--- src/hdl/soc_pkg.sv ---
/* Types and constants shared by the SoC bus core: PI1 links, the word address map
   and the reset codes. Compiled ahead of every RTL file that imports it. */
package soc_pkg;

	localparam int ARCH_W = 32;
	localparam int SEL_W  = ARCH_W / 8;
	localparam int ADDR_W = ARCH_W - $clog2(SEL_W);

	typedef enum logic [1:0] {
		PI1_NONE = 2'b00,
		PI1_WR   = 2'b01,
		PI1_RD   = 2'b10,
		PI1_RW   = 2'b11
	} pi1_op_e;

	// Master to slave
	typedef struct packed {
		pi1_op_e           op;
		logic [ADDR_W-1:0] addr;
		logic [ARCH_W-1:0] data;
		logic [SEL_W-1:0]  sel;
	} pi1_req_t;

	// Slave to master, data valid while rdy is high
	typedef struct packed {
		logic [ARCH_W-1:0] data;
		logic              rdy;
	} pi1_rsp_t;

	// Word address map
	localparam logic [ADDR_W-1:0] DEVTBL_BASE  = 'h000;
	localparam int                DEVTBL_WORDS = 16;
	localparam logic [ADDR_W-1:0] RAM_BASE     = 'h400;

	localparam logic [ADDR_W-1:0] DT_DEVCOUNT = 'd0;
	localparam logic [ADDR_W-1:0] DT_RAMSZ    = 'd1;
	localparam logic [ADDR_W-1:0] DT_CLKFREQ  = 'd2;
	localparam logic [ADDR_W-1:0] DT_RSTCTL   = 'd3;
	localparam logic [ADDR_W-1:0] DT_RSTCAUSE = 'd4;

	// Two reset request lines packed as {rst0, rst1}
	typedef enum logic [1:0] {
		RST_NONE     = 2'b00,
		RST_WARM     = 2'b01,
		RST_POWEROFF = 2'b10,
		RST_COLD     = 2'b11
	} rst_cmd_e;

	typedef enum logic [1:0] {
		CAUSE_POWERON = 2'd0,
		CAUSE_WARM    = 2'd1,
		CAUSE_COLD    = 2'd2
	} rst_cause_e;

endpackage

--- src/hdl/pi1_router.sv ---
/* PI1 router for a single master: decodes the word address, forwards one transfer
   at a time to the device table or the scratch RAM, and answers unmapped accesses. */
`timescale 1ns/10ps

module pi1_router #(
	parameter int RAM_WORDS = 256
) (
	input  logic              clk_w,
	input  logic              sys_rst_i,
	input  soc_pkg::pi1_req_t m_req_i,
	output soc_pkg::pi1_rsp_t m_rsp_o,
	output soc_pkg::pi1_req_t devtbl_req_o,
	input  soc_pkg::pi1_rsp_t devtbl_rsp_i,
	output soc_pkg::pi1_req_t ram_req_o,
	input  soc_pkg::pi1_rsp_t ram_rsp_i
);
	import soc_pkg::*;

	typedef enum logic [1:0] {
		ST_IDLE,
		ST_FWD,
		ST_RESP
	} state_e;

	typedef enum logic {
		TGT_DEVTBL,
		TGT_RAM
	} target_e;

	localparam logic [ADDR_W-1:0] DEVTBL_SPAN = ADDR_W'(DEVTBL_WORDS);
	localparam logic [ADDR_W-1:0] RAM_SPAN    = ADDR_W'(RAM_WORDS);

	state_e            state_q;
	target_e           tgt_q;
	pi1_req_t          fwd_q;
	logic [ARCH_W-1:0] rdata_q;

	logic [ADDR_W-1:0] dev_off;
	logic [ADDR_W-1:0] ram_off;
	logic              hit_devtbl;
	logic              hit_ram;
	pi1_req_t          fwd_d;
	pi1_rsp_t          slv_rsp;

	// Below the base the offset wraps, so one unsigned compare checks both ends
	assign dev_off    = m_req_i.addr - DEVTBL_BASE;
	assign ram_off    = m_req_i.addr - RAM_BASE;
	assign hit_devtbl = dev_off < DEVTBL_SPAN;
	assign hit_ram    = ram_off < RAM_SPAN;

	// Slaves see the offset within their own window
	always_comb begin
		fwd_d      = m_req_i;
		fwd_d.addr = hit_ram ? ram_off : dev_off;
	end

	assign slv_rsp = (tgt_q == TGT_RAM) ? ram_rsp_i : devtbl_rsp_i;

	always_ff @(posedge clk_w) begin
		if (sys_rst_i) begin
			state_q <= ST_IDLE;
		end else begin
			case (state_q)
				ST_IDLE: begin
					if (m_req_i.op != PI1_NONE) begin
						// Unmapped goes straight to the response
						state_q <= (hit_devtbl || hit_ram) ? ST_FWD : ST_RESP;
					end
				end
				ST_FWD: begin
					if (slv_rsp.rdy) begin
						state_q <= ST_RESP;
					end
				end
				ST_RESP: begin
					state_q <= ST_IDLE;
				end
				default: begin
					state_q <= ST_IDLE;
				end
			endcase
		end
	end

	// Request, target and read data only matter while the FSM is busy
	always_ff @(posedge clk_w) begin
		if (state_q == ST_IDLE) begin
			fwd_q   <= fwd_d;
			tgt_q   <= hit_ram ? TGT_RAM : TGT_DEVTBL;
			rdata_q <= '0;
		end else if (state_q == ST_FWD && slv_rsp.rdy) begin
			rdata_q <= slv_rsp.data;
		end
	end

	always_comb begin
		devtbl_req_o = fwd_q;
		ram_req_o    = fwd_q;
		if (state_q != ST_FWD || tgt_q != TGT_DEVTBL) begin
			devtbl_req_o.op = PI1_NONE;
		end
		if (state_q != ST_FWD || tgt_q != TGT_RAM) begin
			ram_req_o.op = PI1_NONE;
		end
	end

	assign m_rsp_o.data = rdata_q;
	assign m_rsp_o.rdy  = (state_q == ST_RESP);

endmodule

--- config.mk ---
export PLATFORM = sky130hd
export DESIGN_NAME = pi1_router
export DESIGN_NICKNAME = d
export VERILOG_FILES = /design/src/hdl/soc_pkg.sv /design/src/hdl/pi1_router.sv
export SDC_FILE = /design/constraint.sdc
export NUM_CORES = 1
export LEC_CHECK = 0
export ABC_AREA = 1
export BUFFER_PORTS_ARGS = -buffer_cell sky130_fd_sc_hd__clkbuf_2
export CORE_AREA = 2 2 120 122
export CTS_CLUSTER_SIZE = 40
export DETAILED_ROUTE_END_ITERATION = 16
export DIE_AREA = 0 0 122 124
export PLACE_DENSITY = 0.78
export REMOVE_ABC_BUFFERS = 1
export SLEW_MARGIN = 20
export SYNTH_ARGS = -nofsm -noshare
export SYNTH_HDL_FRONTEND = slang
export SYNTH_SLANG_ARGS = --single-unit
--- constraint.sdc ---
create_clock -name clk_w -period 4.41 [get_ports clk_w]
set_input_delay 0.2205 -clock clk_w [delete_from_list [all_inputs] [get_ports clk_w]]
set_output_delay 0.2205 -clock clk_w [all_outputs]
set_load 0.02 [all_outputs]
After elaboration in Yosys (flattened, before gate mapping):

Cells that the tools add are included.
Widths: inputs -> output; s select.

* bits of input ports: 136
* register bits: 103
* memories kept: 0
* memory bits (writable): 0
* logic and storage cells: 32
* output and inout bits: 169
* memory bits (read-only): 0
* bits in latches: 0

* div/mod/pow operators: 0
* bitwise logic cells: 1
* shift operators: 0
* order comparisons: 2
* add/sub/neg operators: 1
* multiply operators: 0
* reductions and logical operators: 7
* equality and inequality tests: 5
* muxes and demuxes: 9

Operator list (count)
* $mux 33: 1
* $lt 30x5->1 const B: 1
* $lt 30x9->1 const B: 1
* $mux 30: 1
* $sub 30x11->30 const B: 1
* $mux 2: 5
* $ne 2x2->1 const B: 2
* $pmux 2 s2: 1
* $logic_or 1x1->1: 3
* $eq 2x1->1 const B: 1
* $eq 2x2->1 const B: 1
* $logic_not 2->1: 1
* $ne 2x1->1 const B: 1
* $reduce_and 2->1: 1
* $reduce_bool 2->1: 1
* $logic_and 1x1->1: 1
* $mux 1: 1
* $not 1->1: 1

Logic depth before layout (Yosys ltp):

* depth after elaboration: 6
* gate-level depth with buffers: 14
* depth with buffers taken out: 14

Worst setup path before layout:

No wires, ideal clock.

* path kind: register -> register
* from: register state_q[1]
* to: register rdata_q[10]
* cell stages (with the launch flop): 6
* buffers on the path: 1
* path slack: 146 ps
* required time: 4274 ps
* clock period less this slack: 4264 ps
* data arrival time: 4128 ps
* library setup time: 136 ps
* path through: dfxtp_1 > nor2_1 > inv_1 > clkbuf_1 > o21ai_0 > a31oi_1

* word-level cells in the longest chain between the ends: 2
* elaborated cells between the ends (all ways): 3
* those cells by class: eq/ne (1); reduce/logical (2)

RTL lines
* start: declaration: RTL line pi1_router.sv:33 `state_e state_q;`
* start signal: assignment: RTL line pi1_router.sv:67 `state_q <= (hit_devtbl || hit_ram) ? ST_FWD : ST_RESP;`
* $eq 2x1->1: RTL line pi1_router.sv:91 `end else if (state_q == ST_FWD && slv_rsp.rdy) begin`
* $logic_and 1x1->1: RTL line pi1_router.sv:91
* end signal: assignment: RTL line pi1_router.sv:92 `rdata_q <= slv_rsp.data;`
* end: declaration: RTL line pi1_router.sv:36 `logic [ARCH_W-1:0] rdata_q;`

Several ways; a longest one is shown, not always the timed one.
A chain may end at the register's enable or synchronous reset.

Worst setup path after layout:

* from: register tgt_q
* to: register rdata_q[13]

* word-level cells in the longest chain between the ends: 2

RTL lines
* start: declaration: RTL line pi1_router.sv:34 `target_e tgt_q;`
* start signal: assignment: RTL line pi1_router.sv:89 `tgt_q <= hit_ram ? TGT_RAM : TGT_DEVTBL;`
* $mux 33 (*): RTL line pi1_router.sv:57 `assign slv_rsp = (tgt_q == TGT_RAM) ? ram_rsp_i : devtbl_rsp_i;`
* $logic_and 1x1->1: RTL line pi1_router.sv:91

Every way passes the cells marked *; elsewhere a longest branch is shown, timed or not.

==> reports/results.ini <==
[run_status]
outcome = finished clean

[cells_and_area]
final_nets = 875
drive_gt1_frac = 0.472
fin_cells = 921
stdcell_area_sq_um = 6350
n_fill_cell = 1291
area_growth_pct = 17.9
antenna_cells = 0

[min_path]
hold_path.class = input pin to register
hold_path.startpoint = m_req_i[5]

[setup_path]
slowest_delay_ns = 0.48
slowest_stage = inv_2
rr_startpoint = tgt_q$_DFFE_PP_
worstPathArrival_ns = 2.53
critPathLaunch = tgt_q$_DFFE_PP_
cp_max_fo = 50
rrSetupSlack_ns = 2.14
path_class = register to register
startpoint_type = register
crit_family = buffers and inverters
worstSetupEndpoint = rdata_q[13]$_SDFFE_PP0P_
critical_path_depth = 9
cp_data_required_time_ns = 4.68
r2r_cells = 9
reg2reg_to = rdata_q[13]$_SDFFE_PP0P_
cp-end-kind = register
crit_chain = buf_4, inv_2, nand2_1, nand2_1, inv_2, nor2_4, buf_12, o21ai_0, a31oi_1
cp_num_buf_inv = 4

[cts]
numCtsBuffers = 9
clk_latency_ns = 0.34
cts_num_sinks = 103
holdBufCountCts = 0
htreeDepth = 3
cts_root_buffer = clkbuf_16
ctsLongestPathBuffers = 2
clk_pin_slew_worst_paths_ns = 0.07
tritoncts = done
post_cts_resized = 0
cts_setup_buffers = 0

[synth]
netlist_area_sq_um = 5380
synth-seq-area-share = 0.511
yosysWarnings = 0
post_synth.cell_area_avg_sq_um = 9.25
ys_ff_latch = 103
ys_types = 32
synthCells = 582

[timing]
rsz0062_at_grt = false
worst_slew_pin_slew_ns = 0.897
setup_viol = 0
period_share = 0.515
max_clock_freq_mhz = 441
slew_viol_final = 0
clock_skew_ns = 0.00944
hold_viol_final = 0
slew_headroom = 0.402
finalWorstSetupSlack_ns = 2.14
min_period_ns = 2.27

[placed_design]
place_area_sq_um = 6050
post-place-ws_ns = 1.79
place.gp.congestion = 0.861
dp_cells = 904
portBuffers = 304
dpl.hpwl_microns = 10800

[floorplanning]
boundaryPins = 305
start_util = 0.392
die_x_microns = 122
core_region_area_sq_um = 13700
chipHeight_microns = 124
die-area_sq_um = 15100
rows = 43

[routing]
drcViolationCount = 0
antenna_left = 0
vias_per_cell = 4.70
drt_iter0_drc = 314
wire_per_inst_microns = 14.9
firstDrtPassIters = 5
routed_wl_microns = 13700
vias = 4325

[global_routing]
grt_max_degree = 70
grt_overflow = 0
grt_usage = 0.166
antenna_found_initial = 0
grt_pass1_vias = 3744
grt_pass1_wl_microns = 19200

[pwr]
power_mw = 2.24
power_leakage_nw = 3.05
power_density_nw_per_um2 = 354
vdd_drop_max_mv = 0.189

[flow_run]
maxCapViolCount = 0

## routing by layer
layer / GRT usage / share of wire / vias to the layer above
li1: - / - / 2101
met1: 0.200 / 0.39 / 1992
met2: 0.288 / 0.52 / 210
met3: 0.0440 / 0.069 / 22
met4: 0.0611 / 0.019 / 0
met5: 0 / 0 / -
## logic make-up after synthesis
kind of cell,count (synthesis),share of synthesized area
compound gates,72,0.0769
simple gates,209,0.172
buf+inv,190,0.224
flops,103,0.511
fa+ha+maj,3,0.00697
xor+xnor,5,0.00813
## Yosys cell counts (all sizes together)
cell type    n  area [sq um]
nor4         2          12.5
edfxtp      69          2070
xnor2        1          8.76
nand3       15          80.1
ha           3          37.5
nand3b       5          37.5
a211oi       1          7.51
nand4        4          25.0
nor2        47           216
a31oi       32           200
nand2      124           488
o2111ai      1          8.76
a21oi        5          32.5
xor2         4          35.0
buf        133           995
or2          1          6.26
and3b        1          8.76
nor3         9          45.0
inv         25          93.8
clkbuf      31           116
dfxtp       34           681
clkinv       1          3.75
nor3b        1          7.51
o21ai       33           165
## where the power goes
group | internal [mW] | switching, mW | total [mW] | leakage, nW
Combinational | 0.125 | 0.253 | 0.378 | 1.95
Sequential | 1.09 | 0.0303 | 1.12 | 0.975
Clock | 0.388 | 0.358 | 0.746 | 0.130
## stage by stage
stage | setup TNS (ns) | hold slack, ns | util
2_1_floorplan | -18.74 | 0.283 | -
3_3_place_gp | 0 | 0.397 | 0.441
3_5_place_dp | 0 | 0.399 | 0.441
4_1_cts | 0 | 0.0298 | 0.461
5_1_grt | 0 | 0.0237 | 0.463
6_report | 0 | 0.0463 | 0.463
## final cells by class
cell class                 count  area [sq um]  share of cell area
clock inverter                 7          53.8             0.00848
inverter                      26          97.6              0.0154
tap                          180           225              0.0355
multi-input combinational    289          1440               0.226
sequential                   103          2750               0.434
timing repair buffer         307          1560               0.245
clock buffer                   9           225              0.0355
## flip-flops by register name, indices dropped and copies added, names as in the netlist
signal        flops
devtbl_req_o     66
fwd_q             2
rdata_q          32
state_q           2
tgt_q             1
## cells in the final DEF (no fill, tap or decap), types with 5 or more instances in the layout
cell,n
nor2_2,9
clkbuf_16,9
nand3_1,14
o21ai_0,32
a31oi_1,32
nor2_1,34
inv_1,22
clkbuf_2,304
nand3b_1,5
dfxtp_1,34
nand2_1,115
edfxtp_1,69
nand2_2,9
nor3_1,9
## worst min path at each step
stage                            endpoint  slack [ns]  cells past startpoint
3_3_place_gp    devtbl_req_o[4]$_DFFE_PP_        0.40                      1
5_1_grt        devtbl_req_o[31]$_DFFE_PP_        0.02                      1
2_1_floorplan     state_q[0]$_SDFFE_PP0P_        0.28                      1
3_5_place_dp    devtbl_req_o[5]$_DFFE_PP_        0.40                      1
4_1_cts         devtbl_req_o[5]$_DFFE_PP_        0.03                      1
6_report        devtbl_req_o[5]$_DFFE_PP_        0.05                      1
Note: power is estimated with default switching activity, not from simulation.
