File: src/hdl/soc_pkg.sv
/* Types and constants shared by the SoC bus core: PI1 links, the word address map
   and the reset codes. Compiled ahead of every RTL file that imports it. */
package soc_pkg;

	localparam int ARCH_W = 32;
	localparam int SEL_W  = ARCH_W / 8;
	localparam int ADDR_W = ARCH_W - $clog2(SEL_W);

	typedef enum logic [1:0] {
		PI1_NONE = 2'b00,
		PI1_WR   = 2'b01,
		PI1_RD   = 2'b10,
		PI1_RW   = 2'b11
	} pi1_op_e;

	// Master to slave
	typedef struct packed {
		pi1_op_e           op;
		logic [ADDR_W-1:0] addr;
		logic [ARCH_W-1:0] data;
		logic [SEL_W-1:0]  sel;
	} pi1_req_t;

	// Slave to master, data valid while rdy is high
	typedef struct packed {
		logic [ARCH_W-1:0] data;
		logic              rdy;
	} pi1_rsp_t;

	// Word address map
	localparam logic [ADDR_W-1:0] DEVTBL_BASE  = 'h000;
	localparam int                DEVTBL_WORDS = 16;
	localparam logic [ADDR_W-1:0] RAM_BASE     = 'h400;

	localparam logic [ADDR_W-1:0] DT_DEVCOUNT = 'd0;
	localparam logic [ADDR_W-1:0] DT_RAMSZ    = 'd1;
	localparam logic [ADDR_W-1:0] DT_CLKFREQ  = 'd2;
	localparam logic [ADDR_W-1:0] DT_RSTCTL   = 'd3;
	localparam logic [ADDR_W-1:0] DT_RSTCAUSE = 'd4;

	// Two reset request lines packed as {rst0, rst1}
	typedef enum logic [1:0] {
		RST_NONE     = 2'b00,
		RST_WARM     = 2'b01,
		RST_POWEROFF = 2'b10,
		RST_COLD     = 2'b11
	} rst_cmd_e;

	typedef enum logic [1:0] {
		CAUSE_POWERON = 2'd0,
		CAUSE_WARM    = 2'd1,
		CAUSE_COLD    = 2'd2
	} rst_cause_e;

endpackage

File: src/hdl/rst_sequencer.sv
/* Reset sequencer: stretches the external reset and the software reset commands
   into the system reset, and keeps the cause of the last reset for software. */
`timescale 1ns/10ps

module rst_sequencer #(
	parameter int RST_CNT_W = 16
) (
	input  logic                clk_w,
	input  logic                rst_p,
	input  soc_pkg::rst_cmd_e   rst_cmd_i,
	output logic                sys_rst_o,
	output soc_pkg::rst_cause_e rst_cause_o
);
	import soc_pkg::*;

	logic [RST_CNT_W-1:0] cnt_q;
	logic                 pwroff_q;
	rst_cause_e           cause_q;
	logic                 sw_rst;

	assign sw_rst = (rst_cmd_i == RST_WARM) || (rst_cmd_i == RST_COLD);

	// Reload on any reset source, run down once all of them are gone
	always_ff @(posedge clk_w) begin
		if (rst_p || sw_rst || pwroff_q) begin
			cnt_q <= '1;
		end else if (cnt_q != '0) begin
			cnt_q <= cnt_q - 1'b1;
		end
	end

	// Power-off is sticky, only the external reset clears it
	always_ff @(posedge clk_w) begin
		if (rst_p) begin
			pwroff_q <= 1'b0;
		end else if (rst_cmd_i == RST_POWEROFF) begin
			pwroff_q <= 1'b1;
		end
	end

	// Not cleared by sys_rst, so it outlives the reset it describes
	always_ff @(posedge clk_w) begin
		if (rst_p) begin
			cause_q <= CAUSE_POWERON;
		end else if (rst_cmd_i == RST_WARM) begin
			cause_q <= CAUSE_WARM;
		end else if (rst_cmd_i == RST_COLD) begin
			cause_q <= CAUSE_COLD;
		end
	end

	assign sys_rst_o   = pwroff_q || (cnt_q != '0);
	assign rst_cause_o = cause_q;

endmodule

File: config.mk
export PLATFORM = sky130hd
export DESIGN_NAME = rst_sequencer
export DESIGN_NICKNAME = d
export VERILOG_FILES = /design/src/hdl/soc_pkg.sv /design/src/hdl/rst_sequencer.sv
export SDC_FILE = /design/constraint.sdc
export NUM_CORES = 1
export LEC_CHECK = 0
export ABC_AREA = 1
export ABC_CLOCK_PERIOD_IN_PS = 3100
export BUFFER_PORTS_ARGS = -buffer_cell sky130_fd_sc_hd__buf_4
export CAP_MARGIN = 10
export CORE_MARGIN = 2
export CORE_UTILIZATION = 45
export DETAILED_ROUTE_END_ITERATION = 10
export GPL_TIMING_DRIVEN = 0
export PLACE_DENSITY_LB_ADDON = 0.12
export SYNTH_ARGS = -nofsm -noshare
export SYNTH_HDL_FRONTEND = slang
export SYNTH_SLANG_ARGS = --single-unit
File: constraint.sdc
create_clock -name clk_w -period 3.1 [get_ports clk_w]
set_input_delay 0.93 -clock clk_w [delete_from_list [all_inputs] [get_ports clk_w]]
set_output_delay 0.93 -clock clk_w [all_outputs]
set_load 0.005 [all_outputs]
## Word-level counts from Yosys, hierarchy flattened

Cells that the tools add are included.

| cells by class | value |
|---|---|
| eq/ne operators | 3 |
| muxes and demuxes | 2 |
| $add $sub $neg | 1 |
| reductions and logical operators | 7 |

Operator list:

| operator | number |
|---|---|
| $reduce_bool 16->1 | 1 |
| $sub 16x1->16 const B | 1 |
| $eq 2x2->1 const B | 2 |
| $logic_or 1x1->1 | 4 |
| $eq 2x1->1 const B | 1 |
| $mux 1 | 2 |
| $reduce_bool 2->1 | 1 |
| $reduce_or 2->1 | 1 |

| word-level totals | value |
|---|---|
| bits of input ports | 4 |
| output and inout port bits | 3 |
| word-level logic and storage cells | 17 |
| register bits after elaboration | 19 |

## Logic depth before layout (Yosys ltp)

Gate-level depths: netlist of the first run.

| depth | value |
|---|---|
| depth after elaboration | 4 |
| depth in mapped cells | 8 |
| mapped depth without buffers | 7 |

## Least setup slack after synthesis of the first run

No wires, ideal clock.

| timing | value |
|---|---|
| kind | flip-flop to output port |
| start point | register cnt_q[0] |
| end point | output port sys_rst_o |
| data required time | 2,170 ps |
| slack | 1,187 ps |
| stages on the path, launching flop included | 6 |
| arrival time | 983 ps |
| buffers on the path | 0 |
| cells stage by stage | dfxtp_1 -> inv_1 -> ha_1 -> nand2_2 -> nor2_4 -> nand3_1 |

| on the way | value |
|---|---|
| word-level cells in the longest chain between the ends | 2 |

RTL lines:

| what | line | RTL |
|---|---|---|
| from (decl) | rst_sequencer.sv:16 | `logic [RST_CNT_W-1:0] cnt_q;` |
| from (signal assigned) | rst_sequencer.sv:28 | `cnt_q <= cnt_q - 1'b1;` |
| $reduce_bool 16->1 | rst_sequencer.sv:52 | `assign sys_rst_o = pwroff_q \|\| (cnt_q != '0);` |
| $logic_or 1x1->1 | rst_sequencer.sv:52 |  |
| to (decl) | rst_sequencer.sv:11 | `output logic sys_rst_o,` |

No other way between the ends.

## Worst setup path in the final report of the first run

Ends and elaborated chain as after synthesis.

==> results of run 1 <==
-- final cells by class --
class / instances / area (sq um)
clock buffer: 3 / 22.5
inverter: 21 / 78.8
buffer: 2 / 15.0
sequential: 19 / 380
timing repair buffer: 6 / 45.0
fill: 231 / 1040
multi-input combinational: 110 / 543
clock inverter: 1 / 7.51
tap: 28 / 35.0
-- power breakdown --
group / switching (W) / internal (W)
sequential: 0.00000177 / 0.000248
combinational: 0.0000115 / 0.00000843
clock: 0.0000874 / 0.0000493
total: 0.000101 / 0.000306
-- routing by layer --
layer	global-route usage (%)	up-vias
met5	0	-
met4	5.26	0
met3	6.03	2
met2	32.1	23
met1	22.1	448
li1	-	510
-- metrics by stage --
stage | cells | cell area, sq um | setup WS, ps
finish | 190 | 1130 | 518
global route | 190 | 1130 | 388
CTS | 190 | 1130 | 516
detailed placement | 186 | 1100 | 911
global placement | 186 | 1100 | 910
floorplan | 152 | 1020 | 1190
-- registers in the layout, summed over array words and instances, names as in the netlist --
| name | count |
|---|---|
| cnt_q | 16 |
| pwroff_q | 1 |
| rst_cause_o | 2 |
-- kinds of logic (layout without fill, tap and decap cells) --
family / after synthesis / count (layout)
compound gates: 16 / 16
buf+inv: 23 / 33
flops: 19 / 19
fa+ha+maj: 1 / 1
simple gates: 92 / 92
xor+xnor: 1 / 1
-- synthesized netlist by cell type, types with 2 or more instances --
library cell / number / area [sq um]
nand3b_2: 2 / 22.5
nor2_1: 24 / 90.1
nor2_2: 3 / 18.8
nand3_1: 10 / 50.1
o21ai_1: 2 / 10.0
o21ai_0: 2 / 10.0
inv_1: 20 / 75.1
nand2_2: 2 / 12.5
a21oi_1: 11 / 55.1
dfxtp_1: 19 / 380
nand4_1: 8 / 50.1
nand2_1: 38 / 143
nor2_4: 3 / 33.8
-- critical path: stages (launching register included) --
cell     delay (ps)
dfxtp_1         330
inv_1           150
ha_1            310
nand2_2         140
nor2_4          170
nand3_1          90
buf_4           140
-- worst paths after layout --
| kind | from | end | slack [ps] | depth (start not counted) |
|---|---|---|---|---|
| hold reg to reg | rst_cause_o[0] | rst_cause_o[0] | 470 | 2 |
| setup reg to reg | cnt_q[0] | cnt_q[11] | 1520 | 8 |
| setup / recovery | cnt_q[0] | sys_rst_o | 520 | 6 |
| hold / removal | rst_cause_o[0] | rst_cause_o[0] | 470 | 2 |
==> flow_summary.json, run 1 <==
{
  "track_usage_pct": 18.6,
  "setup_viol": 0,
  "fin_crit_ps": 2580,
  "core_area_sq_um": 2170,
  "io_buffers": 6,
  "clockRootBuffer": "clkbuf_4",
  "dp_hpwl_mm": 1.67,
  "muxShareOfSynthArea_pct": 0,
  "synth-edff-count": 0,
  "viasPerCell": 5.17,
  "antennaDiodeCount": 0,
  "cts-resized-gates": 0,
  "netlist_area_sq_um": 1020,
  "cts.htree.levels": 1,
  "rsz0062_at_grt": "false",
  "cts_buffers": 3,
  "die_h_um": 51.5,
  "grt_pass1_vias": 859,
  "drt_iter0_markers": 30,
  "start_util_pct": 46.9,
  "synth_xor_area_share_pct": 0.861,
  "fin_nets": 168,
  "cts_setup_buffers": 0,
  "slew_headroom_pct": 69.0,
  "finalCritPeriodShare_pct": 83.3,
  "wl_met3_um": 100,
  "grt_pass1_wl_mm": 3.66,
  "grt_max_degree": 13,
  "startpoint_type": "flop",
  "crit_fanout": 6,
  "yosys.area_share.simple_pct": 42.9,
  "finClkSkew_ps": 7.20,
  "final_common_cell": "nand2_1",
  "gp_congestion": 0.810,
  "worst_pin_slew_ps": 466,
  "detail-route-antenna-nets": 0,
  "syn_inst": 152,
  "hold_viol": 0,
  "synth-adder-area-share_pct": 1.23,
  "synth_compound_area_share_pct": 8.36,
  "layout-drive-gt1-share_pct": 14.8,
  "cts_tree": "done",
  "mostFrequentLayoutCells": "38 x nand2_1, 24 x nor2_1, 20 x inv_1",
  "wl_met1_mm": 1.01,
  "vdd_ir_drop_max_mv": 0.261,
  "yosys_warnings": 0,
  "first_pass_iters": 5,
  "drt_wl_total_mm": 2.20,
  "finalPower_w": 0.000406,
  "power.density_nw_per_um2": 360,
  "path_clk_slew_ps": 120,
  "fin_setup_tns_ps": 0,
  "maxSlewViolCount": 0,
  "cp.arrival_ps": 1650,
  "synth_top_family_by_area": "simple AND/OR/NAND/NOR gates",
  "synthDistinctLibCells": 21,
  "syn_nets": 157,
  "ys_seq_area_share_pct": 37.4,
  "worst_ep_required_time_ps": 2170,
  "top_layer": "met4",
  "antenna_found_initial": 0,
  "cts_hold_buf": 0,
  "async_reset_ff_share_pct": 0,
  "drc_errors": 0,
  "grt-ovfl-total": 0,
  "wl_per_cell_um": 11.6,
  "end_kind": "output port",
  "p_leak_nw": 0.478,
  "die_w_um": 51.5,
  "area_growth_syn_to_layout_pct": 10.8,
  "rows": 17,
  "path_class": "reg2out",
  "fmax_ghz": 0.387,
  "wl_met2_mm": 1.08,
  "clock_sinks": 19,
  "hp-class": "reg2reg",
  "utilization_pct": 52.0,
  "die-area_sq_um": 2660,
  "status": "finished, final reports clean",
  "maxCapViolCount": 0,
  "clockBufferDepth": 2,
  "postSynthAreaPerCell_sq_um": 6.69,
  "ys.flop_type": "dfxtp_1",
  "io_pins": 7,
  "ys_ff_latch": 19,
  "hold_ws_ps": 474,
  "via_count": 983,
  "clk_latency_ps": 310
}
Note: power is estimated with default switching activity, not from simulation.
==> inputs of run 2 (changes only) <==
Settings changed: ABC_CLOCK_PERIOD_IN_PS 3100 to 2540.
Clock period 3.1 ns to 2.54 ns, I/O delays scaled along.
==> flow_summary.json, run 2 (synthesized netlist as in run 1, its figures left out) <==
{
  "mostFrequentLayoutCells": "38 x nand2_1, 24 x nor2_1, 20 x inv_1",
  "grt_pass1_wl_mm": 3.66,
  "place_area_sq_um": 1100,
  "hp-class": "reg2reg",
  "end_kind": "output port",
  "antennaDiodeCount": 0,
  "start_util_pct": 46.9,
  "antenna_found_initial": 0,
  "drc_errors": 0,
  "worst_ep_required_time_ps": 1780,
  "setup_viol": 0,
  "detail-route-antenna-nets": 0,
  "slew_headroom_pct": 68.4,
  "dp_hpwl_mm": 1.67,
  "clockBufferDepth": 2,
  "hold_start": "rst_cause_o[0]",
  "clk_latency_ps": 310,
  "stdcell_area_sq_um": 1130,
  "die_w_um": 51.5,
  "gp_congestion": 0.810,
  "fillerInstances": 231,
  "path_clk_slew_ps": 120,
  "startpoint_type": "flop",
  "grtUsageMet1_pct": 22.1,
  "rr_startpoint": "cnt_q[0]",
  "io_buffers": 6,
  "fin_setup_tns_ps": 0,
  "crit_path_start": "cnt_q[0]",
  "grt_max_degree": 13,
  "viasPerCell": 5.13,
  "io_pins": 7,
  "cts.htree.levels": 1,
  "cts_tree": "done",
  "grt_pass1_vias": 859,
  "cp.arrival_ps": 1580,
  "crit_fanout": 6,
  "rsz0062_at_grt": "false",
  "grt_busiest_layer": "met2",
  "finalCritPeriodShare_pct": 92.3,
  "track_usage_pct": 18.6,
  "area_growth_syn_to_layout_pct": 11.1,
  "vdd_ir_drop_max_mv": 0.315,
  "path_class": "reg2out",
  "largest_reg_flops": 16,
  "core_area_sq_um": 2170,
  "fmax_ghz": 0.426,
  "die-area_sq_um": 2660,
  "hold_viol": 0,
  "grt-ovfl-total": 0,
  "maxSlewViolCount": 0,
  "layout-drive-gt1-share_pct": 15.4,
  "clockRootBuffer": "clkbuf_4",
  "rows": 17,
  "power.density_nw_per_um2": 438,
  "grt_util_met3_pct": 6.03,
  "largest_register": "cnt_q",
  "worst_pin_slew_ps": 474,
  "drt_iter0_markers": 27,
  "fin_nets": 168,
  "die_h_um": 51.5,
  "cts_buffers": 3,
  "finClkSkew_ps": 8.93,
  "maxCapViolCount": 0,
  "drt_wl_total_mm": 2.18,
  "status": "finished, final reports clean",
  "p_leak_nw": 0.475,
  "final_common_cell": "nand2_1",
  "fin_crit_ps": 2340,
  "grtUsageMet2_pct": 32.1,
  "wl_per_cell_um": 11.5,
  "clock_sinks": 19,
  "via_count": 975,
  "first_pass_iters": 4
}
-- run 2: cell counts in the layout (fill, tap and decap cells not counted) --
No cell type changed its count.
-- run 2: power by group --
part / leakage (nW) / switching, W / internal [W]
registers: 0.155 / 0.00000211 / 0.000302
clock network: 0.0139 / 0.000105 / 0.0000602
logic: 0.306 / 0.0000141 / 0.0000104
-- run 2: timing repair --
item | in CTS | in global routing
hold buffers | 0 | 0
endpoints found under the setup margin | 0 | 1
resized for setup | 0 | 1
buffers inserted | 0 | 0
-- run 2: final cells by class --
type                       count  area (sq um)  area share, %
multi-input combinational    110           546           48.3
sequential                    19           380           33.7
inverter                      21          78.8           6.98
timing repair buffer           6          45.0           3.99
tap                           28          35.0           3.10
clock buffer                   3          22.5           1.99
buffer                         2          15.0           1.33
clock inverter                 1          7.51          0.664
-- run 2: final timing paths --
path | to | slack, ps | cells past startpoint
setup / recovery | sys_rst_o | 200 | 6
hold / removal | rst_cause_o[0] | 470 | 2
setup reg to reg | cnt_q[11] | 1020 | 8
hold reg to reg | rst_cause_o[0] | 470 | 2
-- run 2: critical path, cell delays in order (launching register included) --
cell     delay [ps]
dfxtp_1         330
inv_1           150
ha_2            270
nand2_2         120
nor2_4          160
nand3_1          90
buf_4           140
-- run 2: per-layer routing --
metal | vias up | wire, um
met5 | - | 0
met4 | 0 | 21
met3 | 5 | 102
met2 | 21 | 1050
met1 | 438 | 1000
li1 | 511 | -
-- run 2: metrics by stage --
stage	hold slack, ps	util [%]	setup slack, ps	total power [W]	instances
4_1_cts	476	52.0	124	0.000497	190
3_5_place_dp	456	50.6	519	0.000336	186
5_1_grt	498	52.1	59.8	0.000516	190
3_3_place_gp	455	50.6	518	0.000335	186
2_1_floorplan	449	-	795	0.000325	152
6_report	474	52.1	195	0.000494	190
