`config.mk`:
```
export PLATFORM = sky130hd
export DESIGN_NAME = dev_table
export DESIGN_NICKNAME = d
export VERILOG_FILES = /design/src/hdl/soc_pkg.sv /design/src/hdl/dev_table.sv
export SDC_FILE = /design/constraint.sdc
export NUM_CORES = 1
export LEC_CHECK = 0
export ABC_AREA = 1
export ABC_CLOCK_PERIOD_IN_PS = 1150
export BUFFER_PORTS_ARGS = -buffer_cell sky130_fd_sc_hd__buf_4
export CORE_MARGIN = 1.5
export CORE_UTILIZATION = 28
export CTS_CLUSTER_SIZE = 40
export DETAILED_ROUTE_END_ITERATION = 16
export PLACE_DENSITY_LB_ADDON = 0.12
export SYNTH_ARGS = -nofsm -noshare
export SYNTH_HDL_FRONTEND = slang
export SYNTH_SLANG_ARGS = --single-unit
export TNS_END_PERCENT = 100
```
`constraint.sdc`:
```
create_clock -name clk_w -period 1.15 [get_ports clk_w]
set_input_delay 0.0575 -clock clk_w [delete_from_list [all_inputs] [get_ports clk_w]]
set_output_delay 0.0575 -clock clk_w [all_outputs]
set_load 0.05 [all_outputs]
```
`src/hdl/soc_pkg.sv`:
```
/* Types and constants shared by the SoC bus core: PI1 links, the word address map
   and the reset codes. Compiled ahead of every RTL file that imports it. */
package soc_pkg;

	localparam int ARCH_W = 32;
	localparam int SEL_W  = ARCH_W / 8;
	localparam int ADDR_W = ARCH_W - $clog2(SEL_W);

	typedef enum logic [1:0] {
		PI1_NONE = 2'b00,
		PI1_WR   = 2'b01,
		PI1_RD   = 2'b10,
		PI1_RW   = 2'b11
	} pi1_op_e;

	// Master to slave
	typedef struct packed {
		pi1_op_e           op;
		logic [ADDR_W-1:0] addr;
		logic [ARCH_W-1:0] data;
		logic [SEL_W-1:0]  sel;
	} pi1_req_t;

	// Slave to master, data valid while rdy is high
	typedef struct packed {
		logic [ARCH_W-1:0] data;
		logic              rdy;
	} pi1_rsp_t;

	// Word address map
	localparam logic [ADDR_W-1:0] DEVTBL_BASE  = 'h000;
	localparam int                DEVTBL_WORDS = 16;
	localparam logic [ADDR_W-1:0] RAM_BASE     = 'h400;

	localparam logic [ADDR_W-1:0] DT_DEVCOUNT = 'd0;
	localparam logic [ADDR_W-1:0] DT_RAMSZ    = 'd1;
	localparam logic [ADDR_W-1:0] DT_CLKFREQ  = 'd2;
	localparam logic [ADDR_W-1:0] DT_RSTCTL   = 'd3;
	localparam logic [ADDR_W-1:0] DT_RSTCAUSE = 'd4;

	// Two reset request lines packed as {rst0, rst1}
	typedef enum logic [1:0] {
		RST_NONE     = 2'b00,
		RST_WARM     = 2'b01,
		RST_POWEROFF = 2'b10,
		RST_COLD     = 2'b11
	} rst_cmd_e;

	typedef enum logic [1:0] {
		CAUSE_POWERON = 2'd0,
		CAUSE_WARM    = 2'd1,
		CAUSE_COLD    = 2'd2
	} rst_cause_e;

endpackage

```
`src/hdl/dev_table.sv`:
```
/* Device table slave: read-only words describing the system, the reset cause,
   and a control word whose writes become software reset commands. */
`timescale 1ns/10ps

module dev_table #(
	parameter int RAM_WORDS = 256,
	parameter int CLK_FREQ  = 50000000
) (
	input  logic                clk_w,
	input  logic                sys_rst_i,
	input  soc_pkg::pi1_req_t   req_i,
	output soc_pkg::pi1_rsp_t   rsp_o,
	input  soc_pkg::rst_cause_e rst_cause_i,
	output soc_pkg::rst_cmd_e   rst_cmd_o
);
	import soc_pkg::*;

	// Slaves behind the router
	localparam int DEV_COUNT = 2;

	logic              rdy_q;
	logic [ARCH_W-1:0] rdata_q;
	rst_cmd_e          cmd_q;

	logic              access;
	logic              wr_en;
	logic [ARCH_W-1:0] rdata;

	// rdy_q blocks a second access while the master still holds the op
	assign access = (req_i.op != PI1_NONE) && !rdy_q;
	assign wr_en  = access && (req_i.op == PI1_WR || req_i.op == PI1_RW);

	always_comb begin
		case (req_i.addr)
			DT_DEVCOUNT: rdata = ARCH_W'(DEV_COUNT);
			DT_RAMSZ:    rdata = ARCH_W'(RAM_WORDS * SEL_W);
			DT_CLKFREQ:  rdata = ARCH_W'(CLK_FREQ);
			DT_RSTCTL:   rdata = '0;
			DT_RSTCAUSE: rdata = ARCH_W'(rst_cause_i);
			default:     rdata = '0;
		endcase
	end

	always_ff @(posedge clk_w) begin
		if (sys_rst_i) begin
			rdy_q <= 1'b0;
			cmd_q <= RST_NONE;
		end else begin
			rdy_q <= access;
			cmd_q <= RST_NONE;
			// Command is a single-cycle pulse, low byte lane only
			if (wr_en && req_i.addr == DT_RSTCTL && req_i.sel[0]) begin
				cmd_q <= rst_cmd_e'(req_i.data[1:0]);
			end
		end
	end

	always_ff @(posedge clk_w) begin
		if (access) begin
			rdata_q <= rdata;
		end
	end

	assign rsp_o.data = rdata_q;
	assign rsp_o.rdy  = rdy_q;
	assign rst_cmd_o  = cmd_q;

endmodule

```
* Word-level counts from Yosys, hierarchy flattened *
Index checks and enable logic that the tools add are counted.

operators by class
  eq/ne operators = 6
  mux-type cells = 1
  bitwise operators = 1
  reduce and logical (&&, ||, !) cells = 9

operators with widths
  kind                                             number
  case mux 26 bit (4 select lines)                 1
  == test 30 x 2 -> 1 bit (second input constant)  2
  == test 30 x 1 -> 1 bit (second input constant)  1
  == test 30 x 3 -> 1 bit (second input constant)  1
  logical NOT 30 bit                               1
  logical AND 1 bit                                4
  == test 2 x 1 -> 1 bit (second input constant)   1
  == test 2 bit (second input constant)            1
  nonzero test 2 bit                               1
  OR reduction 2 bit                               1
  logical NOT 1 bit                                1
  logical OR 1 bit                                 1
  inverter 1 bit                                   1

word-level totals
  register bits = 35
  input bits = 72
  logic and storage cells = 20
  output and inout bits = 35

* Longest topological paths before layout *
Gate-level depths: netlist (run 1).

  word-level depth = 7
  depth in mapped cells = 7

* Least setup slack after synthesis (run 1) *
OpenSTA, ideal clock, no wires.

  kind = register -> output
  start = register, netlist name rdata_q[23]
  end = output port rsp_o[13] (netlist bit)
  path buffers = 1
  cell stages (with the launch flop) = 2
  arrival = 1.088 ns
  path slack = 0.005 ns
  cell sequence = edfxtp_1 > buf_4

RTL lines
  what       RTL line         RTL
  to (decl)  dev_table.sv:12  output soc_pkg::pi1_rsp_t rsp_o,

* Worst setup path after layout (run 1) *
  start = input port sys_rst_i
  end = register cmd_q[1], in the netlist rst_cmd_o[1]

on the way
  cells in the longest elaborated chain, start to end = 1

RTL lines
  what                          RTL line         RTL
  from (decl)                   dev_table.sv:10  input logic sys_rst_i,
  OR reduction 2 bit (no line)  --
  to (signal assigned)          dev_table.sv:53  cmd_q <= rst_cmd_e'(req_i.data[1:0]);
  to (decl)                     dev_table.sv:23  rst_cmd_e cmd_q;

No other way between the ends.
A chain may end at the register's enable or synchronous reset.

==> flow_summary.json, run 1 <==
{
  "globalplace.congestion": 0.6573,
  "clk_latency_ps": 240,
  "cap_violations": 0,
  "via_count": 691,
  "vias_per_cell": 3.882,
  "p_leak_nw": 0.5547,
  "drt_iter0_drc": 4,
  "syn_area_um2": 688.2,
  "hold_slack_ps": 31.85,
  "design_area_um2": 1036,
  "initial_core_util_pct": 30.24,
  "min_to": "rst_cmd_o[0]",
  "hold_class": "primary input to register",
  "grt_usage_pct": 9.649,
  "root_buffer": "clkbuf_4",
  "min-delay-start": "req_i[4]",
  "pwr-share-seq_pct": 29.3,
  "grt_pass1_vias": 547,
  "setup-tns-final_ps": 0,
  "clk_pin_slew_worst_paths_ps": 50,
  "drt-total-wl_um": 1265,
  "syn_inst": 101,
  "setup_violations": 0,
  "area_growth_syn_to_layout_pct": 50.54,
  "drtAntennaViolNets": 0,
  "timing.rr.end": "rdata_q[10]",
  "end_kind": "register",
  "intPower_w": 0.0005610,
  "rsz0062_at_grt": "no",
  "netlist.area_leader.share_pct": 31.64,
  "core_area_um2": 2276,
  "final_layout_size_suffix_gt1_share_pct": 44.67,
  "tritoncts": "yes",
  "synth_seq_cells": 7,
  "cts_made_buffers": 3,
  "cts_htree_levels": 1,
  "power_switching_w": 0.0004073,
  "antenna_found_initial": 0,
  "hold_viol": 0,
  "crit_arrival_ps": 1220,
  "clock_path_buffers": 2,
  "die_y_um": 52.58,
  "start_kind": "primary input",
  "placementRows": 17,
  "status": "completed",
  "routedWlPerCell_um": 7.107,
  "port_buffers": 56,
  "dr.pass1.iters": 4,
  "crit_fanout": 2,
  "finalCritPeriodShare_pct": 90.27,
  "fillers": 239,
  "whs_path_depth": 3,
  "yosys_warnings": 0,
  "hpwl_um": 1175,
  "diodes": 0,
  "drv_slew": 0,
  "multi_input_area_um2": 319.1,
  "powerDensity_nw_per_um2": 934.7,
  "grt_pass1_wl_um": 1980,
  "avgSynthCellArea_um2": 6.813,
  "switching_share_pct": 42.07,
  "pwr-share-comb_pct": 49.1,
  "synth_top_area_cell": "buf_4",
  "reg2reg_depth": 1,
  "fp.dieW_um": 52.58,
  "required_ps": 1330,
  "peakVddDrop_uv": 428.2,
  "overflow": 0,
  "placed_area_um2": 985.9,
  "clkPwrFrac_pct": 21.6,
  "synth.area.top_cells": "buf_4 32%, edfxtp_1 17%, nor2_1 13%",
  "cts.sink_count": 7,
  "r2r-start": "rdy_q",
  "cp-startpoint": "sys_rst_i",
  "fmax_mhz": 963.3,
  "grt_max_degree": 13,
  "die-area_um2": 2764,
  "ys_types": 17,
  "io_pins": 107,
  "drc": 0,
  "fin_worst_skew_ps": 1.093,
  "reg2reg_slack_ps": 210,
  "finalNetCount": 223,
  "ys_seq_area_share_pct": 26.18,
  "register_area_um2": 180.2,
  "criticalPathCategory": "primary input to register",
  "fin_crit_ps": 1038
}
-- logic make-up after synthesis --
kind of cell	count (synthesis)	share of synthesized area, %
AND/OR/NAND/NOR	54	36.18
buffers and inverters	39	37.09
flip-flops	7	26.18
other	1	0.5449
-- synth_stat cells --
master / instances
nor2b_1: 1
nor2_1: 24
nor2_4: 1
nand2_2: 2
nor3_1: 2
edfxtp_1: 4
nand2_1: 13
conb_1: 1
buf_4: 29
dfxtp_1: 3
nand3_1: 4
or2_4: 1
nor2_2: 2
and2_1: 1
nand4_1: 2
nor3_2: 1
inv_1: 10
-- sequential cells by signal, indices dropped and copies added (netlist names) --
name,flops
rst_cmd_o,2
rdy_q,1
rdata_q,4
-- layer usage --
metal / part of all wire [%] / global-route usage (%) / wire length, um / up-vias
met4: 1.5 / 6.410 / 19 / 0
met3: 13 / 2.286 / 170 / 2
li1: - / - / - / 359
met1: 38 / 11.87 / 482 / 278
met2: 47 / 14.79 / 592 / 52
met5: 0 / 0 / 0 / -
-- worst max-delay path, stage by stage --
cell and delay, ps:
dlygate4sd3_1 540, buf_4 140, nor3_4 150, nand2_1 60, nor2_1 100, nand2_1 80, nor2_1 80
-- power by group through the flow --
stage	Sequential, W	Combinational, W	Clock, W
2_1_floorplan	0.000327	0.000349	0
3_3_place_gp	0.000293	0.000458	0
3_5_place_dp	0.000295	0.000461	0
4_1_cts	0.000290	0.000464	0.000216
5_1_grt	0.000285	0.000505	0.000225
6_report	0.000284	0.000475	0.000209
-- worst max path at each step --
stage	endpoint	cells past startpoint
after detailed placement	rst_cmd_o[0]	7
after global routing	rst_cmd_o[1]	7
after global placement	rst_cmd_o[0]	7
final	rst_cmd_o[1]	7
after floorplan	rsp_o[13]	1
after CTS	rsp_o[16]	1
-- placed cells by master, fill, tap and decap left out, drive strengths merged --
cell type	count
buf	57
nor2	27
conb	17
nand2	15
inv	10
nand3	4
edfxtp	4
clkbuf	4
dfxtp	3
nor3	3
nand4	2
or2	1
and2	1
nor2b	1
dlygate4sd3	1
-- area by class of cell --
cell class	instances	area share [%]
repair buffers	58	42.27
multi-input cells	71	30.80
inverters	10	3.623
flip-flops and latches	7	17.39
well taps	28	3.382
clock buffers	4	2.536
-- timing repair --
action                                  in CTS  in global routing
gates resized for setup                      0                  1
endpoints found under the setup margin       0                 14
endpoints found under the hold margin        1                  0
buffers inserted                             0                  1
hold buffers                                 1                  0
-- per-stage QoR --
| step | setup slack [ps] | cells | utilization, % | total power, W |
|---|---|---|---|---|
| floorplan | 4.722 | 117 | - | 0.0006754 |
| global placement | 192.4 | 172 | 43.32 | 0.0007516 |
| detailed placement | 181.3 | 172 | 43.32 | 0.0007555 |
| CTS | 24.39 | 177 | 44.91 | 0.0009698 |
| global route | 11.69 | 178 | 45.52 | 0.001015 |
| finish | 111.9 | 178 | 45.52 | 0.0009683 |
(Power assumes the default switching activity.)
==> run 2, diff against run 1 <==
ABC_AREA = not set   (was 1)
CORE_UTILIZATION = 25   (was 28)
==> flow_summary.json, run 2 <==
{
  "setup-tns-final_ps": 0,
  "routedWlPerCell_um": 8.814,
  "diodes": 0,
  "synth.area.top_cells": "buf_4 38%, edfxtp_1 21%, dfxtp_1 10%",
  "min_to": "rst_cmd_o[0]",
  "crit_fanout": 12,
  "whs_path_depth": 3,
  "fin_worst_skew_ps": 1.055,
  "globalplace.congestion": 0.6924,
  "finalNetCount": 190,
  "cts_made_buffers": 3,
  "synth.most_common_cell": "buf_4",
  "end_kind": "output pin",
  "via_count": 591,
  "r2r-start": "rdy_q",
  "placed_area_um2": 889.6,
  "total_power_w": 0.0009639,
  "grt_max_degree": 13,
  "area_growth_syn_to_layout_pct": 67.46,
  "regMostFlops": "rdata_q",
  "crit_arrival_ps": 990,
  "clk_pin_slew_worst_paths_ps": 50,
  "dp.cells": 139,
  "yosys_warnings": 0,
  "drt-total-wl_um": 1278,
  "reg2reg_depth": 3,
  "netlist.area_leader.share_pct": 37.74,
  "overflow": 0,
  "fmax_mhz": 955.2,
  "min-delay-start": "req_i[4]",
  "reg2reg_slack_ps": 120,
  "syn_inst": 66,
  "async_reset_ff_share_pct": 0,
  "setup_violations": 0,
  "antenna_found_initial": 0,
  "hpwl_um": 1208,
  "synth-edff-count": 4,
  "synth_seq_cells": 7,
  "final_cell_mix": "58 x buf_4, 17 x conb_1, 6 x nor4_1",
  "root_buffer": "clkbuf_4",
  "peakVddDrop_uv": 406.4,
  "rsz0062_at_grt": "no",
  "ys_types": 16,
  "tritoncts": "yes",
  "die-area_um2": 2605,
  "finalCritPeriodShare_pct": 91.04,
  "avgSynthCellArea_um2": 8.739,
  "drt_iter0_drc": 2,
  "final_layout_size_suffix_gt1_share_pct": 58.12,
  "initial_core_util_pct": 26.33,
  "final_cells": 145,
  "largest_reg_flops": 4,
  "slowest_delay_ps": 410,
  "required_ps": 1090,
  "placementRows": 17,
  "clock_path_buffers": 2,
  "cts.sink_count": 7,
  "port_buffers": 56,
  "hold_viol": 0,
  "synth_ff_type": "edfxtp_1",
  "design_area_um2": 965.9,
  "layout_commonest_cell": "buf_4",
  "hold_class": "primary input to register",
  "timing.rr.end": "rst_cmd_o[0]",
  "netlist_top_cells_count": "29 x buf_4, 8 x nor4_1, 4 x edfxtp_1, 4 x nor3_1",
  "start_kind": "register",
  "vias_per_cell": 4.076,
  "powerDensity_nw_per_um2": 997.9,
  "cts_htree_levels": 1,
  "fillers": 223,
  "clk_latency_ps": 240,
  "ys_seq_area_share_pct": 31.24,
  "core_area_um2": 2191,
  "grt_pass1_wl_um": 2063,
  "slowest_stage": "edfxtp_1",
  "die_y_um": 51.04,
  "syn_area_um2": 576.8,
  "synth_top_area_cell": "buf_4",
  "drc": 0,
  "dr.pass1.iters": 2,
  "io_pins": 107,
  "drv_slew": 0,
  "grt_pass1_vias": 518,
  "grt_usage_pct": 10.69,
  "p_leak_nw": 0.4667,
  "criticalPathCategory": "register to output pin",
  "drtAntennaViolNets": 0,
  "fp.dieW_um": 51.04,
  "crit_chain": "buf_12, buf_4",
  "cap_violations": 0,
  "status": "completed",
  "fin_crit_ps": 1047
}
## run 2: cell types whose count changed in the layout (fill, tap and decap cells not counted), moves of 4 or more
cell     delta
inv_1       -8
nand2_1    -10
nor2_1     -21
nor4_1      +6
nor4_2      +4
## run 2: worst max-delay path: cells and delay by family (launching register included)
kind | cells | cell delay, ps
flip-flops | 1 | 410
buffers and inverters | 2 | 340
## run 2: repair_timing
item | CTS | global route
gates resized for setup | 0 | 4
endpoints found under the hold margin | 1 | 0
hold buffers | 1 | 0
setup buffers | 0 | 1
endpoints found under the setup margin | 0 | 15
## run 2: worst max-delay path by stage
stage                      startpoint          end  slack [ps]  depth (start not counted)
after detailed placement    req_i[56]  rdata_q[10]        -110                          4
after floorplan           rdata_q[23]    rsp_o[13]           5                          1
after CTS                 rdata_q[23]    rsp_o[21]          10                          1
final                     rdata_q[23]    rsp_o[20]         100                          2
after global routing        req_i[48]   rdata_q[0]           6                          4
after global placement      req_i[56]   rdata_q[0]        -120                          4
## run 2: per-layer routing
layer	vias up	track usage (%)	wire (um)
met3	2	1.462	174
met2	54	18.61	651
met1	246	11.63	425
li1	289	-	-
met5	-	0	0
met4	0	8.108	27
## run 2: area by class of cell
class	instances	area, um2	area share (%)
Inverter	2	7.507	0.7772
Timing Repair Buffer	60	465.4	48.19
Multi-Input combinational cell	44	250.2	25.91
Sequential cell	7	181.4	18.78
Clock buffer	4	26.28	2.720
Tap cell	28	35.03	3.627
## run 2: kinds of logic after synthesis
| kind of cell | Yosys count | share of synthesized area [%] |
|---|---|---|
| buf+inv | 31 | 39.05 |
| flops | 7 | 31.24 |
| other cells | 1 | 0.6501 |
| simple gates | 27 | 29.07 |
## run 2: where the power goes
group	leakage, nW	total, W	internal [W]	switching (W)
combinational	0.385	0.000467	0.000153	0.000313
sequential	0.0663	0.000286	0.000279	0.00000670
clock	0.0150	0.000212	0.000132	0.0000799
total	0.467	0.000964	0.000564	0.000400
## run 2: through the flow
step	hold WS, ps	setup WS [ps]	utilization [%]
global route	51.88	6.104	44.09
finish	44.02	103.1	44.09
detailed placement	231.8	-113.2	40.61
floorplan	134.3	4.722	-
CTS	36.08	9.951	42.26
global placement	231.3	-124.1	40.61
